$ cat config.mk
export PLATFORM = sky130hd
export DESIGN_NAME = limb_link_top
export DESIGN_NICKNAME = d
export VERILOG_FILES = /design/src/limb_link_pkg.sv /design/src/sample_if.sv /design/src/limb_link_top.sv /design/src/param_bank.sv /design/src/sim_tick_gen.sv /design/src/spi_frame_rx.sv /design/src/spi_frame_tx.sv /design/src/waveform_store.sv
export SDC_FILE = /design/constraint.sdc
export NUM_CORES = 2
export LEC_CHECK = 0
export ABC_AREA = 1
export ABC_CLOCK_PERIOD_IN_PS = 5800
export BUFFER_PORTS_ARGS = -buffer_cell sky130_fd_sc_hd__buf_2
export CELL_PAD_IN_SITES_DETAIL_PLACEMENT = 1
export CELL_PAD_IN_SITES_GLOBAL_PLACEMENT = 2
export CORE_ASPECT_RATIO = 1.25
export CORE_MARGIN = 1.5
export CORE_UTILIZATION = 44
export DETAILED_ROUTE_END_ITERATION = 10
export PLACE_DENSITY_LB_ADDON = 0.1
export SYNTH_ARGS = -nofsm -noshare
export SYNTH_HDL_FRONTEND = slang
export SYNTH_HIERARCHICAL = 1
export SYNTH_SLANG_ARGS = --single-unit
$ cat constraint.sdc
create_clock -name ep50trig -period 5.8 [get_ports ep50trig]
set_input_delay 0.58 -clock ep50trig [delete_from_list [all_inputs] [get_ports ep50trig]]
set_output_delay 0.58 -clock ep50trig [all_outputs]
set_load 0.005 [all_outputs]
$ cat src/limb_link_pkg.sv
package limb_link_pkg;

    //////////////////////////////
    // widths
    //////////////////////////////

    // one waveform element or one link word
    localparam int WORD_W = 32;
    // host pipe, two beats per element
    localparam int PIPE_W = 16;
    localparam int CFG_ADDR_W = 4;
    localparam int TICK_HALF_W = 18;
    localparam int SPI_DIV_W = 8;

    //////////////////////////////
    // config bank map
    //////////////////////////////

    // same index as the old trigger for the tick rate
    localparam logic [CFG_ADDR_W-1:0] CFG_ADDR_TICK_HALF = 4'd7;
    localparam logic [CFG_ADDR_W-1:0] CFG_ADDR_SPI_DIV = 4'd8;

    // defaults after reset
    localparam logic [TICK_HALF_W-1:0] TICK_HALF_RESET = 18'd600;
    // sck half-period of 14 clocks
    localparam logic [SPI_DIV_W-1:0] SPI_DIV_RESET = 8'd13;

endpackage

$ cat src/sample_if.sv
`timescale 1ns/1ps

// one sample = two link words, valid/ready
interface sample_if import limb_link_pkg::*; ();

    logic              valid;
    logic              ready;
    logic [WORD_W-1:0] word0;
    logic [WORD_W-1:0] word1;

    // store side, offers elements
    modport source (output valid, output word0, output word1, input ready);

    // spi sender side
    modport sink (input valid, input word0, input word1, output ready);

endinterface

$ cat src/limb_link_top.sv
`timescale 1ns/1ps

module limb_link_top import limb_link_pkg::*; #(
    parameter int WAVE_DEPTH = 64
) (
    input  logic                  ep50trig,
    input  logic                  reset_global,
    // config bank writes
    input  logic                  i_cfg_valid,
    input  logic [CFG_ADDR_W-1:0] i_cfg_addr,
    input  logic [PIPE_W-1:0]     i_cfg_data,
    // waveform pipe, low half first
    input  logic                  i_pipe_valid,
    input  logic [PIPE_W-1:0]     i_pipe_data,
    input  logic                  i_repop,
    // partner link in
    input  logic                  i_spi_sck,
    input  logic                  i_spi_ssel,
    input  logic                  i_spi_data0,
    input  logic                  i_spi_data1,
    // link out
    output logic                  o_spi_sck,
    output logic                  o_spi_ssel,
    output logic                  o_spi_data0,
    output logic                  o_spi_data1,
    output logic [WORD_W-1:0]     o_muscle_len,
    output logic                  o_wave_loaded,
    output logic [WORD_W-1:0]     o_rx_word0,
    output logic [WORD_W-1:0]     o_rx_word1,
    output logic                  o_rx_valid
);

    logic [TICK_HALF_W-1:0] tick_half;
    logic [SPI_DIV_W-1:0]   spi_div;
    logic                   sim_tick;

    // store to sender
    sample_if smp ();

    param_bank u_param_bank (
        .i_clk(ep50trig), .i_rst(reset_global), .i_cfg_valid(i_cfg_valid),
        .i_cfg_addr(i_cfg_addr), .i_cfg_data(i_cfg_data),
        .o_tick_half(tick_half), .o_spi_div(spi_div)
    );

    sim_tick_gen u_sim_tick_gen (
        .i_clk(ep50trig), .i_rst(reset_global), .i_tick_half(tick_half), .o_tick(sim_tick)
    );

    waveform_store #(.WAVE_DEPTH(WAVE_DEPTH)) u_waveform_store (
        .i_clk(ep50trig), .i_rst(reset_global), .i_pipe_valid(i_pipe_valid),
        .i_pipe_data(i_pipe_data), .i_repop(i_repop), .i_tick(sim_tick),
        .o_wave_loaded(o_wave_loaded), .o_muscle_len(o_muscle_len), .src(smp.source)
    );

    spi_frame_tx u_spi_frame_tx (
        .i_clk(ep50trig), .i_rst(reset_global), .i_spi_div(spi_div), .snk(smp.sink),
        .o_sck(o_spi_sck), .o_ssel(o_spi_ssel), .o_data0(o_spi_data0), .o_data1(o_spi_data1)
    );

    spi_frame_rx u_spi_frame_rx (
        .i_clk(ep50trig), .i_rst(reset_global), .i_sck(i_spi_sck), .i_ssel(i_spi_ssel),
        .i_data0(i_spi_data0), .i_data1(i_spi_data1),
        .o_word0(o_rx_word0), .o_word1(o_rx_word1), .o_valid(o_rx_valid)
    );

endmodule

$ cat src/param_bank.sv
`timescale 1ns/1ps

module param_bank import limb_link_pkg::*; (
    input  logic                   i_clk,
    input  logic                   i_rst,
    // host write strobe, always accepted
    input  logic                   i_cfg_valid,
    input  logic [CFG_ADDR_W-1:0]  i_cfg_addr,
    input  logic [PIPE_W-1:0]      i_cfg_data,
    output logic [TICK_HALF_W-1:0] o_tick_half,
    output logic [SPI_DIV_W-1:0]   o_spi_div
);

    //////////////////////////////
    // register writes
    //////////////////////////////

    always_ff @(posedge i_clk or posedge i_rst) begin
        if (i_rst) begin
            o_tick_half <= TICK_HALF_RESET;
            o_spi_div   <= SPI_DIV_RESET;
        end else if (i_cfg_valid) begin
            // decode by address, new value live after this edge
            case (i_cfg_addr)
                CFG_ADDR_TICK_HALF: begin
                    // 16-bit host word zero-extended to 18
                    o_tick_half <= TICK_HALF_W'(i_cfg_data);
                end
                CFG_ADDR_SPI_DIV: begin
                    // low byte only
                    o_spi_div <= i_cfg_data[SPI_DIV_W-1:0];
                end
                default: begin
                    // unknown address, nothing to write
                end
            endcase
        end
    end

endmodule

$ cat src/sim_tick_gen.sv
`timescale 1ns/1ps

module sim_tick_gen import limb_link_pkg::*; (
    input  logic                   i_clk,
    input  logic                   i_rst,
    input  logic [TICK_HALF_W-1:0] i_tick_half,
    output logic                   o_tick
);

    // full tick period, twice the half-period
    logic [TICK_HALF_W:0] tick_period;
    logic [TICK_HALF_W:0] tick_cnt;

    assign tick_period = {i_tick_half, 1'b0};

    always_ff @(posedge i_clk or posedge i_rst) begin
        if (i_rst) begin
            tick_cnt <= '0;
            o_tick   <= 1'b0;
        end else if (i_tick_half == '0) begin
            // zero half-period parks the generator
            tick_cnt <= '0;
            o_tick   <= 1'b0;
        end else if (tick_cnt >= tick_period - 1'b1) begin
            // >= so a shrunk period wraps at once
            tick_cnt <= '0;
            o_tick   <= 1'b1;
        end else begin
            tick_cnt <= tick_cnt + 1'b1;
            o_tick   <= 1'b0;
        end
    end

endmodule

$ cat src/spi_frame_rx.sv
`timescale 1ns/1ps

module spi_frame_rx import limb_link_pkg::*; (
    input  logic              i_clk,
    input  logic              i_rst,
    input  logic              i_sck,
    input  logic              i_ssel,
    input  logic              i_data0,
    input  logic              i_data1,
    output logic [WORD_W-1:0] o_word0,
    output logic [WORD_W-1:0] o_word1,
    output logic              o_valid
);

    // control syncs, bit 1 ssel, bit 0 sck
    logic [1:0]        ctl_meta;
    logic [1:0]        ctl_sync;
    logic [1:0]        ctl_prev;
    // data syncs, same depth as sck
    logic [1:0]        dat_meta;
    logic [1:0]        dat_sync;
    logic [WORD_W-1:0] shift0;
    logic [WORD_W-1:0] shift1;
    // counts past 32 so long frames fail too
    logic [5:0]        bit_cnt;
    logic              frame_ok;
    logic              frame_ok_d;
    logic              sck_rise;
    logic              ssel_rise;

    assign sck_rise = ctl_sync[0] && !ctl_prev[0] && !ctl_sync[1];
    assign ssel_rise = ctl_sync[1] && !ctl_prev[1];

    //////////////////////////////
    // sync, count, pulse
    //////////////////////////////

    always_ff @(posedge i_clk or posedge i_rst) begin
        if (i_rst) begin
            // ssel idles high
            ctl_meta   <= 2'b10;
            ctl_sync   <= 2'b10;
            ctl_prev   <= 2'b10;
            bit_cnt    <= '0;
            frame_ok   <= 1'b0;
            frame_ok_d <= 1'b0;
            o_valid    <= 1'b0;
        end else begin
            ctl_meta <= {i_ssel, i_sck};
            ctl_sync <= ctl_meta;
            ctl_prev <= ctl_sync;
            if (ctl_sync[1]) bit_cnt <= '0;
            else if (sck_rise && bit_cnt != 6'h3f) bit_cnt <= bit_cnt + 1'b1;
            // three stages from synced ssel rise to o_valid
            frame_ok   <= ssel_rise && (bit_cnt == 6'd32);
            frame_ok_d <= frame_ok;
            o_valid    <= frame_ok_d;
        end
    end

    always_ff @(posedge i_clk) begin
        dat_meta <= {i_data1, i_data0};
        dat_sync <= dat_meta;
        if (sck_rise) begin
            shift0 <= {shift0[WORD_W-2:0], dat_sync[0]};
            shift1 <= {shift1[WORD_W-2:0], dat_sync[1]};
        end
        // hold until the next good frame
        if (frame_ok) begin
            o_word0 <= shift0;
            o_word1 <= shift1;
        end
    end

endmodule

$ cat src/spi_frame_tx.sv
`timescale 1ns/1ps

module spi_frame_tx import limb_link_pkg::*; (
    input  logic                 i_clk,
    input  logic                 i_rst,
    // sck half-period minus one
    input  logic [SPI_DIV_W-1:0] i_spi_div,
    sample_if.sink               snk,
    output logic                 o_sck,
    output logic                 o_ssel,
    output logic                 o_data0,
    output logic                 o_data1
);

    localparam logic [1:0] ST_IDLE  = 2'd0;
    localparam logic [1:0] ST_SHIFT = 2'd1;
    localparam logic [1:0] ST_GAP   = 2'd2;

    logic [1:0]          state;
    logic [SPI_DIV_W-1:0] div_cnt;
    logic [4:0]          bit_cnt;
    logic [WORD_W-1:0]   shift0;
    logic [WORD_W-1:0]   shift1;
    logic                half_done;
    logic                sck_fall;

    assign snk.ready = (state == ST_IDLE);
    // >= keeps a lowered divider from overrunning
    assign half_done = (div_cnt >= i_spi_div);
    assign sck_fall = (state == ST_SHIFT) && half_done && o_sck;
    // msb first on both lanes
    assign o_data0 = shift0[WORD_W-1];
    assign o_data1 = shift1[WORD_W-1];

    //////////////////////////////
    // frame sequencer
    //////////////////////////////

    always_ff @(posedge i_clk or posedge i_rst) begin
        if (i_rst) begin
            state   <= ST_IDLE;
            o_sck   <= 1'b0;
            o_ssel  <= 1'b1;
            div_cnt <= '0;
            bit_cnt <= '0;
        end else begin
            case (state)
                ST_IDLE: begin
                    // accept, ssel drops on the same edge
                    if (snk.valid) begin
                        state   <= ST_SHIFT;
                        o_ssel  <= 1'b0;
                        div_cnt <= '0;
                        bit_cnt <= '0;
                    end
                end
                ST_SHIFT: begin
                    if (half_done) begin
                        div_cnt <= '0;
                        o_sck   <= ~o_sck;
                        if (o_sck) begin
                            bit_cnt <= bit_cnt + 1'b1;
                            // 32nd falling edge ends the data phase
                            if (bit_cnt == 5'd31) state <= ST_GAP;
                        end
                    end else begin
                        div_cnt <= div_cnt + 1'b1;
                    end
                end
                default: begin
                    // closing gap, one half-period with sck low
                    if (half_done) begin
                        state   <= ST_IDLE;
                        o_ssel  <= 1'b1;
                        div_cnt <= '0;
                    end else begin
                        div_cnt <= div_cnt + 1'b1;
                    end
                end
            endcase
        end
    end

    // words latched on transfer, next bit on each falling sck
    always_ff @(posedge i_clk) begin
        if (snk.valid && snk.ready) begin
            shift0 <= snk.word0;
            shift1 <= snk.word1;
        end else if (sck_fall) begin
            shift0 <= {shift0[WORD_W-2:0], 1'b0};
            shift1 <= {shift1[WORD_W-2:0], 1'b0};
        end
    end

endmodule

$ cat src/waveform_store.sv
`timescale 1ns/1ps

module waveform_store import limb_link_pkg::*; #(
    parameter int WAVE_DEPTH = 64
) (
    input  logic              i_clk,
    input  logic              i_rst,
    input  logic              i_pipe_valid,
    input  logic [PIPE_W-1:0] i_pipe_data,
    input  logic              i_repop,
    input  logic              i_tick,
    output logic              o_wave_loaded,
    output logic [WORD_W-1:0] o_muscle_len,
    sample_if.source          src
);

    localparam int ADDR_W = (WAVE_DEPTH > 1) ? $clog2(WAVE_DEPTH) : 1;
    localparam logic [ADDR_W:0] FULL_CNT = (ADDR_W+1)'(WAVE_DEPTH);

    logic [WORD_W-1:0] mem [WAVE_DEPTH];
    logic [PIPE_W-1:0] low_half;
    // next pipe beat is the high half
    logic              high_next;
    logic [ADDR_W:0]   wr_count;
    logic [ADDR_W-1:0] rd_ptr;
    logic [WORD_W-1:0] offer_word;
    logic              store_en;
    logic              offer_load;
    logic              xfer;

    // pair complete and room left
    assign store_en = i_pipe_valid && high_next && (wr_count != FULL_CNT);
    // ticks during a pending offer fall through here
    assign offer_load = i_tick && o_wave_loaded && !src.valid;
    assign xfer = src.valid && src.ready;
    assign o_wave_loaded = (wr_count != '0);
    // both lanes carry the same element
    assign src.word0 = offer_word;
    assign src.word1 = offer_word;

    //////////////////////////////
    // pointers and handshake
    //////////////////////////////

    always_ff @(posedge i_clk or posedge i_rst) begin
        if (i_rst) begin
            high_next <= 1'b0;
            wr_count  <= '0;
            rd_ptr    <= '0;
            src.valid <= 1'b0;
        end else begin
            if (i_pipe_valid) high_next <= ~high_next;
            if (store_en) wr_count <= wr_count + 1'b1;
            // repop wins over a same-cycle advance
            if (i_repop) begin
                rd_ptr <= '0;
            end else if (xfer) begin
                // wrap at the stored count, not the depth
                if ({1'b0, rd_ptr} + 1'b1 >= wr_count) rd_ptr <= '0;
                else rd_ptr <= rd_ptr + 1'b1;
            end
            if (xfer) src.valid <= 1'b0;
            else if (offer_load) src.valid <= 1'b1;
        end
    end

    // storage and data path
    always_ff @(posedge i_clk) begin
        if (i_pipe_valid && !high_next) low_half <= i_pipe_data;
        if (store_en) mem[wr_count[ADDR_W-1:0]] <= {i_pipe_data, low_half};
        if (offer_load) offer_word <= mem[rd_ptr];
        if (xfer) o_muscle_len <= offer_word;
    end

endmodule

== Yosys cells after proc, flatten, opt, wreduce, memory -nomap -nowiden ==
Memories as Yosys holds them, arrays and structs flattened. A register that Yosys moved wholly into a read port is not among the register bits.
Index checks and enable logic that the tools add are counted.

* Memories kept: 1
* Input bits: 45
* Bits in writable memories: 2048
* Output and inout bits: 102
* Word-level logic and storage cells: 122
* Register bits after elaboration: 335

* Add/sub/neg operators: 8
* Mux-type cells: 33
* Bitwise operators: 3
* $lt $le $gt $ge: 3
* Eq/ne operators: 11
* Reductions and logical operators: 33

{| class="wikitable"
|+ Memories
! name !! words !! bits a word !! read ports !! clocked after memory_dff !! wr ports !! line !! text
|-
| u_waveform_store.mem || 64 || 32 || 1 || 1 || 1 || waveform_store.sv:20 || <nowiki>logic [WORD_W-1:0] mem [WAVE_DEPTH];</nowiki>
|}

{| class="wikitable"
|+ Operator list
! kind !! count
|-
| 32-bit two-way mux || 4
|-
| 19-bit two-way mux || 2
|-
| 6-bit two-way mux || 5
|-
| 8-bit two-way mux || 3
|-
| 19-bit by 1-bit adder with 19-bit output (second input constant) || 1
|-
| 19-bit greater-or-equal comparator || 1
|-
| 18-bit zero test || 1
|-
| 17-bit by 1-bit subtractor with 18-bit output (second input constant) || 1
|-
| 5-bit two-way mux || 3
|-
| 1-bit logical AND || 13
|-
| 6-bit by 1-bit adder with 6-bit output (second input constant) || 2
|-
| 2-bit nonzero test || 6
|-
| 2-bit two-way mux || 5
|-
| 5-bit one-hot mux with 2 select lines || 1
|-
| 8-bit by 1-bit adder with 8-bit output (second input constant) || 1
|-
| 8-bit greater-or-equal comparator || 1
|-
| 1-bit two-way mux || 8
|-
| 6-bit by 1-bit adder with 7-bit output (second input constant) || 1
|-
| 7-bit by 1-bit adder with 7-bit output (second input constant) || 1
|-
| 7-bit greater-or-equal comparator || 1
|-
| 7-bit inequality test (second input constant) || 1
|-
| 7-bit nonzero test || 1
|-
| 6-bit == test (second input constant) || 1
|-
| 6-bit inequality test (second input constant) || 1
|-
| 16 further kinds || 26
|}

== Logic depth before layout (Yosys ltp) ==
* Depth after elaboration: 6
* Gate-level depth with buffers: 16
* Depth with buffers taken out: 15

== By module ==
The synthesis kept the hierarchy.

{| class="wikitable"
|+ By module, submodules not included
! module !! instances !! seq. area each (µm²) !! area an instance (µm²) !! cells each
|-
| waveform_store || 1 || 64276.6 || 85881.1 || 7188
|-
| spi_frame_rx || 1 || 4302.9 || 4540.6 || 196
|-
| spi_frame_tx || 1 || 2348.5 || 3822.4 || 283
|-
| sim_tick_gen || 1 || 500.5 || 1926.8 || 284
|-
| param_bank || 1 || 609.3 || 1043.5 || 117
|}

== Least setup slack after synthesis ==
OpenSTA, ideal clock, no wires.

* Path type: flip-flop to flip-flop
* From: reg u_waveform_store.wr_count[0]
* To: mem u_waveform_store.mem[15][0], enable pin
* Required time: 5.298 ns
* Stages on the path, launching flop included: 10
* Path slack: 1.002 ns
* Buffers on the path: 0
* Arrival: 4.297 ns
* Clock period less this slack: 4.798 ns
* Library setup time: 0.502 ns
* Cell sequence: dfrtp_1 inv_1 ha_1 nand2_1 nor2_1 nand3_1 nand2_1 nor2_4 nand2_2 nor4_1

* Cells in the longest elaborated chain, start to end: 4

{| class="wikitable"
|+ Ends and longest elaborated chain
! item !! line !! text
|-
| start: declaration || waveform_store.sv:24 || <nowiki>logic [ADDR_W:0] wr_count;</nowiki>
|-
| start signal: assignment || waveform_store.sv:53 || <nowiki>if (store_en) wr_count <= wr_count + 1'b1;</nowiki>
|-
| 7-bit inequality test || waveform_store.sv:32 || <nowiki>assign store_en = i_pipe_valid && high_next && (wr_count != FULL_CNT);</nowiki>
|-
| 1-bit logical AND || waveform_store.sv:32 ||
|-
| 1-bit two-way mux || waveform_store.sv:70 || <nowiki>if (store_en) mem[wr_count[ADDR_W-1:0]] <= {i_pipe_data, low_half};</nowiki>
|-
| 1-bit two-way mux (implied by the code) || waveform_store.sv:70 ||
|-
| end: declaration || waveform_store.sv:20 ||
|}

Several ways; a longest one is shown, not always the timed one.

==> impl_metrics.py <==
metrics = {
    "timing": {
        "skew_ns": 0.0647,
        "fin_crit_sh_pct": 68.6,
        "fin_tns_setup_ns": 0,
        "hold_violations": 0,
        "setup_violations": 0,
        "slew_violations": 0,
        "finalCriticalPeriod_ns": 3.98,
        "worst_pin_slew_ns": 1.45,
        "finalWorstSetupSlack_ns": 1.82,
        "slew_headroom_pct": 3.44,
        "rsz0062_at_grt": "no",
        "fmax_mhz": 251,
    },
    "final_layout": {
        "regArea_um2": 72100,
        "area_growth_pct": 11.9,
        "drive_above_1_share_pct": 9.84,
        "layout.nets": 8278,
        "mostFrequentLayoutCell": "nand2_1",
        "final_cell_mix": "nand2_1 (3,207), edfxtp_1 (2,320), nand3_1 (1,189), a21oi_1 (261), clkbuf_16 (248)",
        "fillCellCount": 22581,
        "multi_input_area_um2": 22700,
    },
    "min_path": {
        "hold_class": "in2reg",
        "hp-start": "i_cfg_addr[1]",
    },
    "synth": {
        "synthCells": 8068,
        "syn_avg_cell_area_um2": 12.0,
        "synth_cell_type_count": 48,
        "yosys_warnings": 6,
        "synth.cell_area_um2": 97200,
        "ys_seq_area_share_pct": 74.1,
        "ys_ff_latch": 2415,
    },
    "global_routing": {
        "grt-ovfl-total": 0,
        "antenna_found_initial": 18,
        "grt_usage_pct": 27.1,
        "grt_max_degree": 189,
        "first_global_vias": 64459,
        "grt_pass1_wl_um": 445000,
    },
    "clock_network": {
        "clock_sinks": 2415,
        "cts_tree": "done",
        "cts_resized": 0,
        "numCtsBuffers": 245,
        "postCtsSetupRepairBufs": 0,
        "htree_levels": 4,
        "clkTransAtPathRegs_ns": 0.06,
        "root_buffer": "clkbuf_16",
        "clock_latency_ns": 0.93,
        "clk_path_buf_depth": 4,
    },
    "critical_path": {
        "worst_setup_path_start_kind": "flop",
        "r2r_end": "u_waveform_store/src.word0[3]",
        "cp-end-kind": "flop",
        "cp_data_arrival_time_ns": 4.77,
        "crit_path_end": "u_waveform_store/src.word0[3]",
        "timing.rr.start": "u_waveform_store/rd_ptr[0]",
        "path_max_fanout": 65,
        "reg2reg_depth": 10,
        "crit_slowest_cell": "dfrtp_4",
        "crit_start": "u_waveform_store/rd_ptr[0]",
        "rrSetupSlack_ns": 1.82,
        "required_ns": 6.59,
        "worstSetupPathType": "reg2reg",
        "path_cells": "buf_4 -> buf_4 -> nand2_1 -> nand2_1 -> a21oi_1 -> nand3_1 -> nand3_1 -> nand2_1 -> nand2_1 -> nand2_1",
        "cpPeakStageDelay_ns": 0.92,
        "critical_path.most_common_cell": "nand2_1",
    },
    "die": {
        "ios": 147,
        "start_util_pct": 44.3,
        "die-area_um2": 224000,
        "dieWidth_um": 423,
        "core_um2": 219000,
        "die_h_um": 529,
        "rows": 192,
    },
    "route": {
        "drc": 0,
        "wl_per_cell_um": 27.0,
        "avgViaCountPerCell": 5.59,
        "drtIter0Drc": 5751,
        "vias": 63188,
        "drt_pass1_iterations": 6,
        "drt-total-wl_um": 305000,
        "ant_nets": 0,
    },
    "pwr": {
        "p_leak_nw": 39.8,
        "p_per_area_nw_per_um2": 352,
        "irDropWorstVdd_mv": 0.242,
    },
    "placed_design": {
        "dpl.hpwl_um": 168000,
        "io_buffers": 146,
        "gp_congestion": 0.804,
        "dpl_worst_slack_ns": 1.82,
    },
    "status": {
        "status": "completed",
    },
    "flow_run": {
        "drv_cap": 0,
    },
}
## per-layer routing
metal / share of wire, % / vias up / global-route usage, % / wire, µm
met2: 49 / 1854 / 45.5 / 148000
met1: 43 / 32697 / 37.1 / 131000
met5: 0 / - / 0 / 0
met4: 3.2 / 0 / 8.68 / 9850
met3: 5.3 / 411 / 2.84 / 16300
li1: - / 28226 / - / -
## cell usage after synthesis (all sizes together)
| master | number | area (µm²) |
|---|---|---|
| clkinv | 1 | 3.75 |
| a21o | 2 | 15.0 |
| edfxtp | 2320 | 69700 |
| and2 | 2 | 15.0 |
| o2111ai | 1 | 8.76 |
| o21bai | 1 | 7.51 |
| mux2 | 62 | 698 |
| nor2 | 194 | 783 |
| or2 | 5 | 33.8 |
| a21oi | 261 | 1310 |
| dfrtp | 80 | 2000 |
| o21ai | 20 | 111 |
| dfxtp | 4 | 80.1 |
| ha | 43 | 538 |
| nand3 | 1191 | 5980 |
| o211ai | 1 | 7.51 |
| xor2 | 28 | 245 |
| inv | 104 | 393 |
| nand3b | 4 | 30.0 |
| nor4 | 2 | 12.5 |
| buf | 406 | 2320 |
| xnor2 | 10 | 87.6 |
| dfstp | 11 | 289 |
| conb | 1 | 3.75 |
| nand2 | 3213 | 12100 |
| nor3 | 9 | 61.3 |
| o21a | 1 | 7.51 |
| o22ai | 8 | 50.1 |
| nand4 | 23 | 150 |
| clkbuf | 60 | 225 |
## layout make-up
cell class                 count  share of cell area [%]
clock buffer                 314                    5.93
inverter                     105                   0.406
tap                         2910                    3.35
clock inverter               129                   0.892
timing repair buffer         340                    2.33
sequential                  2415                    66.2
multi-input combinational   5083                    20.9
antenna                        4                 0.00920
## how the worst min path moves through the flow
stage | endpoint | slack [ns] | depth (start not counted)
2_1_floorplan | u_spi_frame_rx/dat_sync[0] | 0.31 | 0
3_3_place_gp | u_spi_frame_rx/dat_sync[1] | 0.32 | 0
3_5_place_dp | u_spi_frame_rx/dat_sync[1] | 0.33 | 0
4_1_cts | u_param_bank/o_spi_div[0] | 0.02 | 4
5_1_grt | u_param_bank/o_spi_div[3] | 0.1 | 4
6_report | u_param_bank/o_spi_div[3] | 0.09 | 4
## report_power, final
group / switching (W) / internal (W) / leakage [nW]
Sequential: 0.000322 / 0.0202 / 22.1
Clock: 0.00669 / 0.00838 / 3.61
Combinational: 0.00208 / 0.000635 / 14.1
Total: 0.00909 / 0.0292 / 39.8
## worst max-delay path, delay by kind of cell (launching register included)
kind / cells / cell delay [ns]
AO/OA/AOI/OAI: 1 / 0.09
buffers and inverters: 2 / 1.43
flip-flops: 1 / 0.92
AND/OR/NAND/NOR: 7 / 1.30
## logic make-up after synthesis
group | after synthesis | synth area share, %
muxes | 62 | 0.718
adders and majority gates | 43 | 0.553
buffers and inverters | 571 | 3.03
and+or+nand+nor | 4643 | 19.7
DFF | 2415 | 74.1
xor gates and xnor gates | 38 | 0.342
AOI/OAI and AO/OA | 295 | 1.56
other | 1 | 0.00386
## through the flow
stage	util (%)	power [W]	area, µm²	instances	hold WS [ns]
global route	49.6	0.0395	109000	11297	0.0962
finish	49.6	0.0383	109000	11300	0.0921
CTS	49.6	0.0386	109000	11295	0.0232
detailed placement	46.1	0.0236	101000	10829	0.334
floorplan	-	0.0222	97200	8069	0.310
global placement	46.1	0.0235	101000	10828	0.321
## state kept, by name (all words and copies together), names as in the netlist, 7 cells and up
| register | count |
|---|---|
| u_spi_frame_tx/div_cnt | 8 |
| u_waveform_store/low_half | 16 |
| u_spi_frame_tx/shift0 | 32 |
| u_waveform_store/src.word0 | 32 |
| u_spi_frame_tx/shift1 | 32 |
| u_spi_frame_rx/shift0 | 32 |
| u_waveform_store/o_muscle_len | 32 |
| u_spi_frame_rx/shift1 | 32 |
| u_sim_tick_gen/tick_cnt | 19 |
| u_param_bank/o_spi_div | 8 |
| u_waveform_store/wr_count | 7 |
| u_waveform_store/mem | 2048 |
| u_spi_frame_rx/o_word1 | 32 |
| u_param_bank/o_tick_half | 16 |
| u_spi_frame_rx/o_word0 | 32 |
## what timing repair did
item	4_1_cts	5_1_grt
endpoints found under the setup margin	0	0
hold buffers	23	0
hold endpoints to repair	72	0
No activity file was read; power rests on OpenSTA's default activity.
